===== src/hw/ex_ctrl_pkg.sv =====
package ex_ctrl_pkg;

    typedef enum logic [4:0] {
        ALU_NOP  = 5'd0,
        ALU_ADD  = 5'd1,
        ALU_SUB  = 5'd2,
        ALU_SLT  = 5'd3,
        ALU_SLTU = 5'd4,
        ALU_XOR  = 5'd5,
        ALU_OR   = 5'd6,
        ALU_AND  = 5'd7,
        ALU_SLL  = 5'd8,
        ALU_SRL  = 5'd9,
        ALU_SRA  = 5'd10,
        ALU_LB   = 5'd11,
        ALU_LH   = 5'd12,
        ALU_LW   = 5'd13,
        ALU_LBU  = 5'd14,
        ALU_LHU  = 5'd15,
        ALU_SB   = 5'd16,
        ALU_SH   = 5'd17,
        ALU_SW   = 5'd18
    } alu_op_t;

    typedef enum logic [2:0] {
        RES_NOP   = 3'd0,
        RES_ARITH = 3'd1,
        RES_LOGIC = 3'd2,
        RES_SHIFT = 3'd3,
        RES_LD_ST = 3'd4
    } res_sel_t;

    // bubble control, data fields of a bubble are all zero
    localparam alu_op_t  BUBBLE_ALUOP  = ALU_NOP;
    localparam res_sel_t BUBBLE_ALUSEL = RES_NOP;
    localparam logic     BUBBLE_WREG   = 1'b0;

endpackage


===== src/hw/isa_pkg.sv =====
package isa_pkg;

    typedef logic [31:0] word_t;     // register values, operands, immediates
    typedef logic [31:0] inst_t;
    typedef logic [4:0]  reg_addr_t;

    // ~~~~~~~~~~~~~~~~~~~~~~~~~~~~~~~~~~~~~~~~~~~~~~~~~~
    // major opcodes kept in this core
    // ~~~~~~~~~~~~~~~~~~~~~~~~~~~~~~~~~~~~~~~~~~~~~~~~~~
    typedef enum logic [6:0] {
        OPC_OP     = 7'b0110011,
        OPC_OP_IMM = 7'b0010011,
        OPC_LOAD   = 7'b0000011,
        OPC_STORE  = 7'b0100011,
        OPC_LUI    = 7'b0110111
    } opcode_t;

    // OP / OP-IMM func3
    localparam logic [2:0] F3_ADD_SUB = 3'b000;
    localparam logic [2:0] F3_SLL     = 3'b001;
    localparam logic [2:0] F3_SLT     = 3'b010;
    localparam logic [2:0] F3_SLTU    = 3'b011;
    localparam logic [2:0] F3_XOR     = 3'b100;
    localparam logic [2:0] F3_SRL_SRA = 3'b101;
    localparam logic [2:0] F3_OR      = 3'b110;
    localparam logic [2:0] F3_AND     = 3'b111;

    localparam logic [2:0] F3_LB  = 3'b000;
    localparam logic [2:0] F3_LH  = 3'b001;
    localparam logic [2:0] F3_LW  = 3'b010;
    localparam logic [2:0] F3_LBU = 3'b100;
    localparam logic [2:0] F3_LHU = 3'b101;

    localparam logic [2:0] F3_SB = 3'b000;
    localparam logic [2:0] F3_SH = 3'b001;
    localparam logic [2:0] F3_SW = 3'b010;

    localparam logic [6:0] F7_BASE = 7'b0000000;
    localparam logic [6:0] F7_ALT  = 7'b0100000;   // sub / sra / srai

    typedef enum logic [2:0] {
        IMM_NONE  = 3'd0,
        IMM_I     = 3'd1,   // sext inst[31:20]
        IMM_SHAMT = 3'd2,   // zext inst[24:20]
        IMM_S     = 3'd3,   // sext {inst[31:25], inst[11:7]}
        IMM_U     = 3'd4    // inst[31:12] << 12
    } imm_fmt_t;

endpackage

===== src/hw/id_stage.sv =====
module id_stage (
    input  logic                  clk_i,
    input  logic                  rst_n_i,
    input  isa_pkg::inst_t        inst_i,
    // register file
    input  isa_pkg::word_t        reg1_data_i,
    input  isa_pkg::word_t        reg2_data_i,
    output logic                  reg1_read_o,
    output logic                  reg2_read_o,
    output isa_pkg::reg_addr_t    reg1_addr_o,
    output isa_pkg::reg_addr_t    reg2_addr_o,
    // forwarding from execute and memory
    input  logic                  ex_ld_i,
    input  logic                  ex_wreg_i,
    input  isa_pkg::reg_addr_t    ex_wd_i,
    input  isa_pkg::word_t        ex_wdata_i,
    input  logic                  mem_wreg_i,
    input  isa_pkg::reg_addr_t    mem_wd_i,
    input  isa_pkg::word_t        mem_wdata_i,
    output logic                  stall_o,
    // to execute
    output ex_ctrl_pkg::alu_op_t  ex_aluop_o,
    output ex_ctrl_pkg::res_sel_t ex_alusel_o,
    output logic                  ex_wreg_o,
    output isa_pkg::reg_addr_t    ex_wd_o,
    output isa_pkg::word_t        ex_reg1_o,
    output isa_pkg::word_t        ex_reg2_o,
    output isa_pkg::word_t        ex_imm_o
);

    isa_pkg::reg_addr_t    rd;
    ex_ctrl_pkg::alu_op_t  aluop;
    ex_ctrl_pkg::res_sel_t alusel;
    logic                  wreg;
    isa_pkg::imm_fmt_t     imm_fmt;
    isa_pkg::word_t        imm;
    isa_pkg::word_t        reg1;
    isa_pkg::word_t        reg2;
    logic                  stall1;
    logic                  stall2;

    assign rd          = inst_i[11:7];
    assign reg1_addr_o = inst_i[19:15];    // rs1, driven even when unread
    assign reg2_addr_o = inst_i[24:20];    // rs2
    assign stall_o     = stall1 | stall2;

    inst_decoder u_dec (
        .inst_i      (inst_i),
        .aluop_o     (aluop),
        .alusel_o    (alusel),
        .wreg_o      (wreg),
        .reg1_read_o (reg1_read_o),
        .reg2_read_o (reg2_read_o),
        .imm_fmt_o   (imm_fmt)
    );

    imm_gen u_imm (
        .inst_i    (inst_i),
        .imm_fmt_i (imm_fmt),
        .imm_o     (imm)
    );

    // ~~~~~~~~~~~~~~~~~~~~~~~~~~~~~~~~~~~~~~~~~~~~~~~~~~
    // operand select, one per source
    // ~~~~~~~~~~~~~~~~~~~~~~~~~~~~~~~~~~~~~~~~~~~~~~~~~~
    operand_fwd u_fwd1 (
        .read_i (reg1_read_o), .addr_i (reg1_addr_o), .rf_data_i (reg1_data_i),
        .imm_i (imm), .ex_ld_i (ex_ld_i), .ex_wreg_i (ex_wreg_i), .ex_wd_i (ex_wd_i),
        .ex_wdata_i (ex_wdata_i), .mem_wreg_i (mem_wreg_i), .mem_wd_i (mem_wd_i),
        .mem_wdata_i (mem_wdata_i), .operand_o (reg1), .stall_o (stall1)
    );

    operand_fwd u_fwd2 (
        .read_i (reg2_read_o), .addr_i (reg2_addr_o), .rf_data_i (reg2_data_i),
        .imm_i (imm), .ex_ld_i (ex_ld_i), .ex_wreg_i (ex_wreg_i), .ex_wd_i (ex_wd_i),
        .ex_wdata_i (ex_wdata_i), .mem_wreg_i (mem_wreg_i), .mem_wd_i (mem_wd_i),
        .mem_wdata_i (mem_wdata_i), .operand_o (reg2), .stall_o (stall2)
    );

    id_ex_reg u_id_ex (
        .clk_i       (clk_i),
        .rst_n_i     (rst_n_i),
        .stall_i     (stall_o),
        .aluop_i     (aluop),
        .alusel_i    (alusel),
        .wreg_i      (wreg),
        .wd_i        (rd),
        .reg1_i      (reg1),
        .reg2_i      (reg2),
        .imm_i       (imm),
        .ex_aluop_o  (ex_aluop_o),
        .ex_alusel_o (ex_alusel_o),
        .ex_wreg_o   (ex_wreg_o),
        .ex_wd_o     (ex_wd_o),
        .ex_reg1_o   (ex_reg1_o),
        .ex_reg2_o   (ex_reg2_o),
        .ex_imm_o    (ex_imm_o)
    );

endmodule


===== src/hw/id_ex_reg.sv =====
module id_ex_reg (
    input  logic                  clk_i,
    input  logic                  rst_n_i,
    input  logic                  stall_i,
    input  ex_ctrl_pkg::alu_op_t  aluop_i,
    input  ex_ctrl_pkg::res_sel_t alusel_i,
    input  logic                  wreg_i,
    input  isa_pkg::reg_addr_t    wd_i,
    input  isa_pkg::word_t        reg1_i,
    input  isa_pkg::word_t        reg2_i,
    input  isa_pkg::word_t        imm_i,
    output ex_ctrl_pkg::alu_op_t  ex_aluop_o,
    output ex_ctrl_pkg::res_sel_t ex_alusel_o,
    output logic                  ex_wreg_o,
    output isa_pkg::reg_addr_t    ex_wd_o,
    output isa_pkg::word_t        ex_reg1_o,
    output isa_pkg::word_t        ex_reg2_o,
    output isa_pkg::word_t        ex_imm_o
);

    // ~~~~~~~~~~~~~~~~~~~~~~~~~~~~~~~~~~~~~~~~~~~~~~~~~~
    // stage register, bubble on reset or stall
    // ~~~~~~~~~~~~~~~~~~~~~~~~~~~~~~~~~~~~~~~~~~~~~~~~~~
    always_ff @(posedge clk_i) begin
        if (!rst_n_i || stall_i) begin
            ex_aluop_o  <= ex_ctrl_pkg::BUBBLE_ALUOP;
            ex_alusel_o <= ex_ctrl_pkg::BUBBLE_ALUSEL;
            ex_wreg_o   <= ex_ctrl_pkg::BUBBLE_WREG;
            ex_wd_o     <= '0;
            ex_reg1_o   <= '0;
            ex_reg2_o   <= '0;
            ex_imm_o    <= '0;
        end else begin
            ex_aluop_o  <= aluop_i;
            ex_alusel_o <= alusel_i;
            ex_wreg_o   <= wreg_i;
            ex_wd_o     <= wd_i;
            ex_reg1_o   <= reg1_i;
            ex_reg2_o   <= reg2_i;
            ex_imm_o    <= imm_i;
        end
    end

endmodule


===== src/hw/operand_fwd.sv =====
module operand_fwd (
    input  logic              read_i,
    input  isa_pkg::reg_addr_t addr_i,
    input  isa_pkg::word_t    rf_data_i,
    input  isa_pkg::word_t    imm_i,
    input  logic              ex_ld_i,
    input  logic              ex_wreg_i,
    input  isa_pkg::reg_addr_t ex_wd_i,
    input  isa_pkg::word_t    ex_wdata_i,
    input  logic              mem_wreg_i,
    input  isa_pkg::reg_addr_t mem_wd_i,
    input  isa_pkg::word_t    mem_wdata_i,
    output isa_pkg::word_t    operand_o,
    output logic              stall_o
);

    logic addr_nz;
    logic ex_match;
    logic mem_match;

    assign addr_nz   = (addr_i != '0);    // x0 never forwards or stalls
    assign ex_match  = addr_nz && (ex_wd_i == addr_i);
    assign mem_match = addr_nz && (mem_wd_i == addr_i);

    always_comb begin
        stall_o = 1'b0;
        if (!read_i) begin
            operand_o = imm_i;
        end else if (ex_ld_i && ex_match) begin
            operand_o = '0;    // load data not ready yet
            stall_o   = 1'b1;
        end else if (ex_wreg_i && ex_match) begin
            operand_o = ex_wdata_i;
        end else if (mem_wreg_i && mem_match) begin
            operand_o = mem_wdata_i;
        end else begin
            operand_o = rf_data_i;
        end
    end

endmodule


===== src/hw/imm_gen.sv =====
module imm_gen (
    input  isa_pkg::inst_t    inst_i,
    input  isa_pkg::imm_fmt_t imm_fmt_i,
    output isa_pkg::word_t    imm_o
);

    logic [11:0] i_imm;
    logic [11:0] s_imm;
    logic [19:0] u_imm;
    logic [4:0]  shamt;

    assign i_imm = inst_i[31:20];
    assign s_imm = {inst_i[31:25], inst_i[11:7]};
    assign u_imm = inst_i[31:12];
    assign shamt = inst_i[24:20];

    always_comb begin
        case (imm_fmt_i)
            isa_pkg::IMM_I: begin
                imm_o = {{20{i_imm[11]}}, i_imm};
            end
            isa_pkg::IMM_SHAMT: begin
                imm_o = {27'd0, shamt};    // no sign, func7 bits dropped
            end
            isa_pkg::IMM_S: begin
                imm_o = {{20{s_imm[11]}}, s_imm};
            end
            isa_pkg::IMM_U: begin
                imm_o = {u_imm, 12'd0};
            end
            default: begin
                imm_o = '0;
            end
        endcase
    end

endmodule


===== src/hw/inst_decoder.sv =====
module inst_decoder (
    input  isa_pkg::inst_t        inst_i,
    output ex_ctrl_pkg::alu_op_t  aluop_o,
    output ex_ctrl_pkg::res_sel_t alusel_o,
    output logic                  wreg_o,
    output logic                  reg1_read_o,
    output logic                  reg2_read_o,
    output isa_pkg::imm_fmt_t     imm_fmt_o
);

    isa_pkg::opcode_t opcode;
    logic [2:0]       func3;
    logic [6:0]       func7;

    assign opcode = isa_pkg::opcode_t'(inst_i[6:0]);
    assign func3  = inst_i[14:12];
    assign func7  = inst_i[31:25];

    always_comb begin
        aluop_o     = ex_ctrl_pkg::ALU_NOP;
        alusel_o    = ex_ctrl_pkg::RES_NOP;
        wreg_o      = 1'b0;
        reg1_read_o = 1'b0;
        reg2_read_o = 1'b0;
        imm_fmt_o   = isa_pkg::IMM_NONE;

        case (opcode)
            // ~~~~~~~~~~~~~~~~~~~~~~~~~~~~~~~~~~~~~~~~~~~~~~~~~~
            // register-register and register-immediate ALU ops
            // ~~~~~~~~~~~~~~~~~~~~~~~~~~~~~~~~~~~~~~~~~~~~~~~~~
            isa_pkg::OPC_OP, isa_pkg::OPC_OP_IMM: begin
                case (func3)
                    isa_pkg::F3_ADD_SUB: begin
                        alusel_o = ex_ctrl_pkg::RES_ARITH;
                        if (opcode == isa_pkg::OPC_OP_IMM) begin
                            aluop_o = ex_ctrl_pkg::ALU_ADD;     // addi has no sub form
                        end else begin
                            case (func7)
                                isa_pkg::F7_BASE: aluop_o = ex_ctrl_pkg::ALU_ADD;
                                isa_pkg::F7_ALT:  aluop_o = ex_ctrl_pkg::ALU_SUB;
                                default:          alusel_o = ex_ctrl_pkg::RES_NOP;
                            endcase
                        end
                    end
                    isa_pkg::F3_SLT: begin
                        aluop_o  = ex_ctrl_pkg::ALU_SLT;
                        alusel_o = ex_ctrl_pkg::RES_ARITH;
                    end
                    isa_pkg::F3_SLTU: begin
                        aluop_o  = ex_ctrl_pkg::ALU_SLTU;
                        alusel_o = ex_ctrl_pkg::RES_ARITH;
                    end
                    isa_pkg::F3_XOR: begin
                        aluop_o  = ex_ctrl_pkg::ALU_XOR;
                        alusel_o = ex_ctrl_pkg::RES_LOGIC;
                    end
                    isa_pkg::F3_OR: begin
                        aluop_o  = ex_ctrl_pkg::ALU_OR;
                        alusel_o = ex_ctrl_pkg::RES_LOGIC;
                    end
                    isa_pkg::F3_AND: begin
                        aluop_o  = ex_ctrl_pkg::ALU_AND;
                        alusel_o = ex_ctrl_pkg::RES_LOGIC;
                    end
                    isa_pkg::F3_SLL: begin
                        aluop_o  = ex_ctrl_pkg::ALU_SLL;
                        alusel_o = ex_ctrl_pkg::RES_SHIFT;
                    end
                    isa_pkg::F3_SRL_SRA: begin
                        alusel_o = ex_ctrl_pkg::RES_SHIFT;
                        case (func7)
                            isa_pkg::F7_BASE: aluop_o = ex_ctrl_pkg::ALU_SRL;
                            isa_pkg::F7_ALT:  aluop_o = ex_ctrl_pkg::ALU_SRA;
                            default:          alusel_o = ex_ctrl_pkg::RES_NOP;
                        endcase
                    end
                    default: ;
                endcase

                if (aluop_o != ex_ctrl_pkg::ALU_NOP) begin   // bad func7 stays a NOP
                    wreg_o      = 1'b1;
                    reg1_read_o = 1'b1;
                    if (opcode == isa_pkg::OPC_OP) begin
                        reg2_read_o = 1'b1;
                    end else if (alusel_o == ex_ctrl_pkg::RES_SHIFT) begin
                        imm_fmt_o = isa_pkg::IMM_SHAMT;
                    end else begin
                        imm_fmt_o = isa_pkg::IMM_I;
                    end
                end
            end

            isa_pkg::OPC_LUI: begin
                aluop_o   = ex_ctrl_pkg::ALU_OR;    // imm OR imm in execute
                alusel_o  = ex_ctrl_pkg::RES_LOGIC;
                wreg_o    = 1'b1;
                imm_fmt_o = isa_pkg::IMM_U;
            end

            isa_pkg::OPC_LOAD: begin
                case (func3)
                    isa_pkg::F3_LB:  aluop_o = ex_ctrl_pkg::ALU_LB;
                    isa_pkg::F3_LH:  aluop_o = ex_ctrl_pkg::ALU_LH;
                    isa_pkg::F3_LW:  aluop_o = ex_ctrl_pkg::ALU_LW;
                    isa_pkg::F3_LBU: aluop_o = ex_ctrl_pkg::ALU_LBU;
                    isa_pkg::F3_LHU: aluop_o = ex_ctrl_pkg::ALU_LHU;
                    default: ;
                endcase
                if (aluop_o != ex_ctrl_pkg::ALU_NOP) begin
                    alusel_o    = ex_ctrl_pkg::RES_LD_ST;
                    wreg_o      = 1'b1;
                    reg1_read_o = 1'b1;
                    imm_fmt_o   = isa_pkg::IMM_I;
                end
            end

            isa_pkg::OPC_STORE: begin
                case (func3)
                    isa_pkg::F3_SB: aluop_o = ex_ctrl_pkg::ALU_SB;
                    isa_pkg::F3_SH: aluop_o = ex_ctrl_pkg::ALU_SH;
                    isa_pkg::F3_SW: aluop_o = ex_ctrl_pkg::ALU_SW;
                    default: ;
                endcase
                if (aluop_o != ex_ctrl_pkg::ALU_NOP) begin
                    alusel_o    = ex_ctrl_pkg::RES_LD_ST;
                    reg1_read_o = 1'b1;    // base
                    reg2_read_o = 1'b1;    // store data
                    imm_fmt_o   = isa_pkg::IMM_S;
                end
            end

            default: ;    // branch, jal, jalr, auipc and unknown
        endcase
    end

endmodule


===== config.mk =====
export PLATFORM = sky130hd
export DESIGN_NAME = id_stage
export DESIGN_NICKNAME = d
export VERILOG_FILES = /design/src/hw/ex_ctrl_pkg.sv /design/src/hw/isa_pkg.sv /design/src/hw/id_stage.sv /design/src/hw/id_ex_reg.sv /design/src/hw/operand_fwd.sv /design/src/hw/imm_gen.sv /design/src/hw/inst_decoder.sv
export SDC_FILE = /design/constraint.sdc
export NUM_CORES = 1
export LEC_CHECK = 0
export BUFFER_PORTS_ARGS = -buffer_cell sky130_fd_sc_hd__buf_2
export CAP_MARGIN = 5
export CORE_ASPECT_RATIO = 0.75
export CORE_MARGIN = 10
export CORE_UTILIZATION = 40
export CTS_CLUSTER_SIZE = 24
export DETAILED_ROUTE_END_ITERATION = 16
export GPL_ROUTABILITY_DRIVEN = 0
export PLACE_DENSITY = 0.77
export SLEW_MARGIN = 25
export SYNTH_ARGS = -nofsm -noshare
export SYNTH_HDL_FRONTEND = slang
export SYNTH_SLANG_ARGS = --single-unit

===== constraint.sdc =====
create_clock -name clk_i -period 1.65 [get_ports clk_i]
set_input_delay 0 -clock clk_i [delete_from_list [all_inputs] [get_ports clk_i]]
set_output_delay 0 -clock clk_i [all_outputs]
set_load 0.1 [all_outputs]

### Word level (Yosys, flattened, before mapping)

Index checks and enable logic that the tools add are counted.

* bitwise operators: 1
* eq/ne operators: 22
* multiplexer cells: 45
* reductions and logical operators: 23

Operator list (number)
* 2-to-1 mux 32 bit: 8
* one-hot mux 32 bit (4 select lines): 1
* one-hot mux 5 bit (8 select lines): 1
* == test 7 x 6 -> 1 bit (second input constant): 4
* nonzero test 5 bit: 5
* one-hot mux 3 bit (4 select lines): 2
* == test 5 bit: 4
* 2-to-1 mux 5 bit: 4
* one-hot mux 4 bit (5 select lines): 1
* one-hot mux 5 bit (4 select lines): 1
* 2-to-1 mux 3 bit: 6
* == test 3 x 2 -> 1 bit (second input constant): 5
* == test 3 bit (second input constant): 5
* one-hot mux 3 bit (5 select lines): 1
* one-hot mux 5 bit (3 select lines): 1
* 2-to-1 mux 1 bit: 11
* logical AND 1 bit: 10
* one-hot mux 4 bit (2 select lines): 1
* == test 7 x 2 -> 1 bit (second input constant): 1
* == test 7 x 5 -> 1 bit (second input constant): 1
* logical NOT 7 bit: 1
* == test 3 x 1 -> 1 bit (second input constant): 2
* 2-to-1 mux 2 bit: 3
* one-hot mux 1 bit (3 select lines): 2
* 8 further kinds: 10

* input port bits: 175
* logic and storage cells: 98
* bits in registers: 110

### Logic depth before layout (Yosys ltp)

* depth in word-level cells: 14
* mapped depth: 10
* mapped depth without buffers: 7

### By module

A second synthesis with hierarchy kept.

* cells, all modules: 726
* area total of the unflattened synthesis: 6727.7 µm²

Modules (own cells, without submodules)
* id_ex_reg: area an instance 3355.7 µm², times used 1, cells each 244
* operand_fwd: area an instance 1141.1 µm², times used 2, cells each 163
* inst_decoder: area an instance 610.6 µm², times used 1, cells each 95
* imm_gen: area an instance 397.9 µm², times used 1, cells each 50
* id_stage: area an instance 81.3 µm², times used 1, cells each 11

### Worst setup path after synthesis

No wires, ideal clock.

* path type: input to output
* start: in inst_i[6]
* end: out stall_o
* arrival: 3109 ps
* required time: 1650 ps
* stages on the path: 6
* slack: -1459 ps
* path through: and4bb_2 -> o2111ai_1 -> a31o_1 -> buf_6 -> clkbuf_1 -> o21ai_0

* longest elaborated chain between the ends: 9

Ends and longest elaborated chain
* start, declared: line id_stage.sv:4 `input isa_pkg::inst_t inst_i,`
* == test 7 x 5 -> 1 bit: line inst_decoder.sv:27, inst_decoder.sv:35
* 2-to-1 mux 5 bit: line inst_decoder.sv:35 `if (opcode == isa_pkg::OPC_OP_IMM) begin`
* one-hot mux 5 bit (8 select lines): line inst_decoder.sv:32 `case (func3)`
* 2-to-1 mux 5 bit: line inst_decoder.sv:27 `case (opcode)`
* nonzero test 5 bit: line inst_decoder.sv:80 `if (aluop_o != ex_ctrl_pkg::ALU_NOP) begin`
* 2-to-1 mux 1 bit: line inst_decoder.sv:80
* one-hot mux 1 bit (3 select lines) / one-hot mux 1 bit (2 select lines) (equally long branches): line inst_decoder.sv:27
* 2-to-1 mux 1 bit: line operand_fwd.sv:27 `if (!read_i) begin`
* bitwise OR 1 bit *: line id_stage.sv:45 `assign stall_o = stall1 | stall2;`
* end, declared: line id_stage.sv:20 `output logic stall_o,`

Every way passes the cells marked *; elsewhere a longest branch is shown, timed or not. The select of a mux whose other input is x is not followed.

### Final worst setup path

* start: in inst_i[25]
* end: out stall_o

* longest elaborated chain between the ends: 10

Ends and longest elaborated chain
* == test 7 x 6 -> 1 bit / logical NOT 7 bit (equally long branches): line inst_decoder.sv:38, inst_decoder.sv:71
* one-hot mux 2 bit (2 select lines): line inst_decoder.sv:38 `case (func7)`
* 2-to-1 mux 5 bit: line inst_decoder.sv:35
* one-hot mux 5 bit (8 select lines) *: line inst_decoder.sv:32
* 2-to-1 mux 5 bit *: line inst_decoder.sv:27
* nonzero test 5 bit *: line inst_decoder.sv:80
* 2-to-1 mux 1 bit: line inst_decoder.sv:80
* one-hot mux 1 bit (3 select lines) / one-hot mux 1 bit (2 select lines) (equally long branches): line inst_decoder.sv:27
* 2-to-1 mux 1 bit: line operand_fwd.sv:27
* bitwise OR 1 bit *: line id_stage.sv:45

Marked as above.

==> results.cfg <==
[clock_network]
cts_buffer_depth = 2
cts_root_buf = clkbuf_16
cts_buffers = 9
path_clk_slew_ns = 0.07
htreeDepth = 3
cts_tree = built
cts_sinks = 110

[route]
drc = 0
avgRoutedWirePerCell_um = 21.5
via_count = 6770
drt_first_iter_violations = 369
antenna_left = 0
totalWireLength_mm = 26.5
post_drt_via_cell_ratio = 5.50
firstDrtPassIters = 5

[power]
pwr_density_cell_mw_per_mm2 = 681
power_mw = 6.12
p_leak_nw = 4.27
peakVddDrop_v = 0.000434

[timing]
slew_headroom = 0.610
setup_viol = 0
rsz0062_at_grt = yes
period_share = 0.976
holdWs_ns = 0.0132
finalMaxSlewViolations = 0
period_needed_ns = 1.61
finalHoldViolCount = 0
worst_slew_pin_slew_ns = 0.582
fmax_mhz = 621

[place]
port_buffers = 297
place_area_sq_mm = 0.00832
placed_cells = 1187
place_hpwl_mm = 21.1

[run_status]
outcome = complete, no violations

[min_path]
hold_path_class = input pin to flop
hold_depth = 3

[synthesis]
synth_edf_count = 0
synth_cell_type_count = 66
synthesis.nets = 836
async_flop_share = 0
synth_seq_area_share = 0.384
syn_inst = 661
yosys_warnings = 0
syn-mean-instance-area_sq_um = 8.68
synthFlopType = dfxtp_1
synth_seq_cells = 110
syn_area_sq_mm = 0.00573

[floorplan]
io_pins = 298
core_sq_mm = 0.0139
die_w_um = 158
die_h_um = 124
core.rowCount = 37
initial_core_util = 0.413
die-area_sq_mm = 0.0196

[grt]
grt_max_degree = 38
antenna_found_initial = 2
grt_pass1_vias = 7201
track_usage = 0.261
grt_pass1_wl_mm = 39.9
globalRouteOverflowTotal = 0

[final_layout]
fill_cells = 1163
finish.net_count = 1227
drive_above_1_share = 0.478
fin_cells = 1232
final_cell_area_sq_mm = 0.00898
syn2layout_area_growth_pct = 56.6
postLayoutCoreUtil = 0.647

[flow_run]
maxCapViolations = 0

[setup_path]
crit_fanout = 10
worst_ep_required_time_ns = 1.65
critPathLaunchType = input pin
cp-end-kind = output pin
worstSetupPathType = input pin to output pin
arrival_ns = 1.61
==> worst paths after layout <==
check                                    to            from
worst max-delay path                stall_o      inst_i[25]
worst min-delay path  u_id_ex.ex_reg2_o[12]  ex_wdata_i[12]
==> flip-flops by register name, indices dropped and copies added (netlist names) <==
register	count
u_id_ex.ex_aluop_o	5
u_id_ex.ex_wd_o	5
u_id_ex.ex_wreg_o	1
u_id_ex.ex_reg2_o	32
u_id_ex.ex_reg1_o	32
u_id_ex.ex_alusel_o	3
u_id_ex.ex_imm_o	32
==> what timing repair did <==
item	4_1_cts	5_1_grt
endpoints found under the setup margin	2	58
buffers inserted	4	2
hold buffers	24	0
gates cloned	0	0
pin swaps	3	7
endpoints found under the hold margin	38	0
gates resized for setup	6	14
==> Yosys cell counts, drive strengths merged, types with 3 or more instances <==
library cell	number	area, sq um
a211oi	32	255
a21o	4	30.0
a21oi	77	397
a22o	12	105
and2	12	75.1
and3	9	57.6
buf	31	260
clkbuf	37	139
dfxtp	110	2200
inv	8	30.0
mux2	15	169
mux2i	32	320
nand2	50	188
nand2b	3	18.8
nand3	6	47.6
nand4	5	31.3
nor2	76	293
nor2b	5	31.3
nor3	8	45.0
o2111ai	3	26.3
o211ai	10	100
o21a	3	30.0
o21ai	23	115
o221ai	4	41.3
o22ai	10	62.6
o2bb2ai	23	201
o31ai	5	37.5
xnor2	12	105
xor2	9	78.8
==> placed cells by master (no fill, tap or decap), types with 14 or more instances in the layout <==
master         instances
a211oi_2              14
buf_12                17
buf_2                294
nand2_1               47
dfxtp_1              110
a21oi_1               74
o21ai_0               15
o2bb2ai_1             23
dlygate4sd3_1         24
mux2i_1               31
nor2_1                73
a211oi_1              18
buf_4                108
==> per-stage QoR <==
| stage | TNS, ns | setup WS (ns) |
|---|---|---|
| final | 0 | 0.0399 |
| after global routing | -0.0630 | -0.0302 |
| after CTS | -0.0376 | -0.0178 |
| after detailed placement | -25.47 | -0.306 |
| after global placement | -23.40 | -0.272 |
| after floorplan | -11.97 | -0.428 |
==> logic make-up (layout without fill, tap and decap cells) <==
logic type / after synthesis / after routing / synth area share
xor+xnor: 21 / 21 / 0.0321
mux: 47 / 47 / 0.0853
simple gates: 184 / 184 / 0.154
buf+inv: 77 / 472 / 0.0755
flops: 110 / 110 / 0.384
other cells: 0 / 1 / 0
compound gates: 222 / 222 / 0.269
==> metal layers <==
| layer | routed length (um) | vias up | global-route usage | part of all wire |
|---|---|---|---|---|
| met3 | 2640 | 61 | 0.0782 | 0.10 |
| met4 | 941 | 0 | 0.109 | 0.036 |
| met1 | 10100 | 3167 | 0.288 | 0.38 |
| met5 | 0 | - | 0 | 0 |
| met2 | 12800 | 382 | 0.462 | 0.48 |
| li1 | - | 3160 | - | - |
==> worst max-delay path: stages <==
cell,delay (ns)
buf_2,0.12
nor4_4,0.36
a21oi_2,0.12
buf_4,0.16
a31o_4,0.25
buf_4,0.20
o21ai_4,0.19
buf_12,0.19
==> power by group <==
group          internal (mW)  total, mW  switching, mW
clock                   1.07       2.11           1.04
combinational          0.539       1.33          0.790
sequential              2.67       2.68        0.00605
total                   4.28       6.12           1.83
==> cell type report <==
cell class,count,area (sq um),share of cell area
tap,175,219,0.0244
clock inverter,4,32.5,0.00362
clock buffer,11,243,0.0270
inverter,9,40.0,0.00446
timing repair buffer,448,2940,0.327
multi-input combinational,474,3310,0.368
antenna,1,2.50,0.000279
sequential,110,2200,0.245
Note: power is estimated with default switching activity, not from simulation.
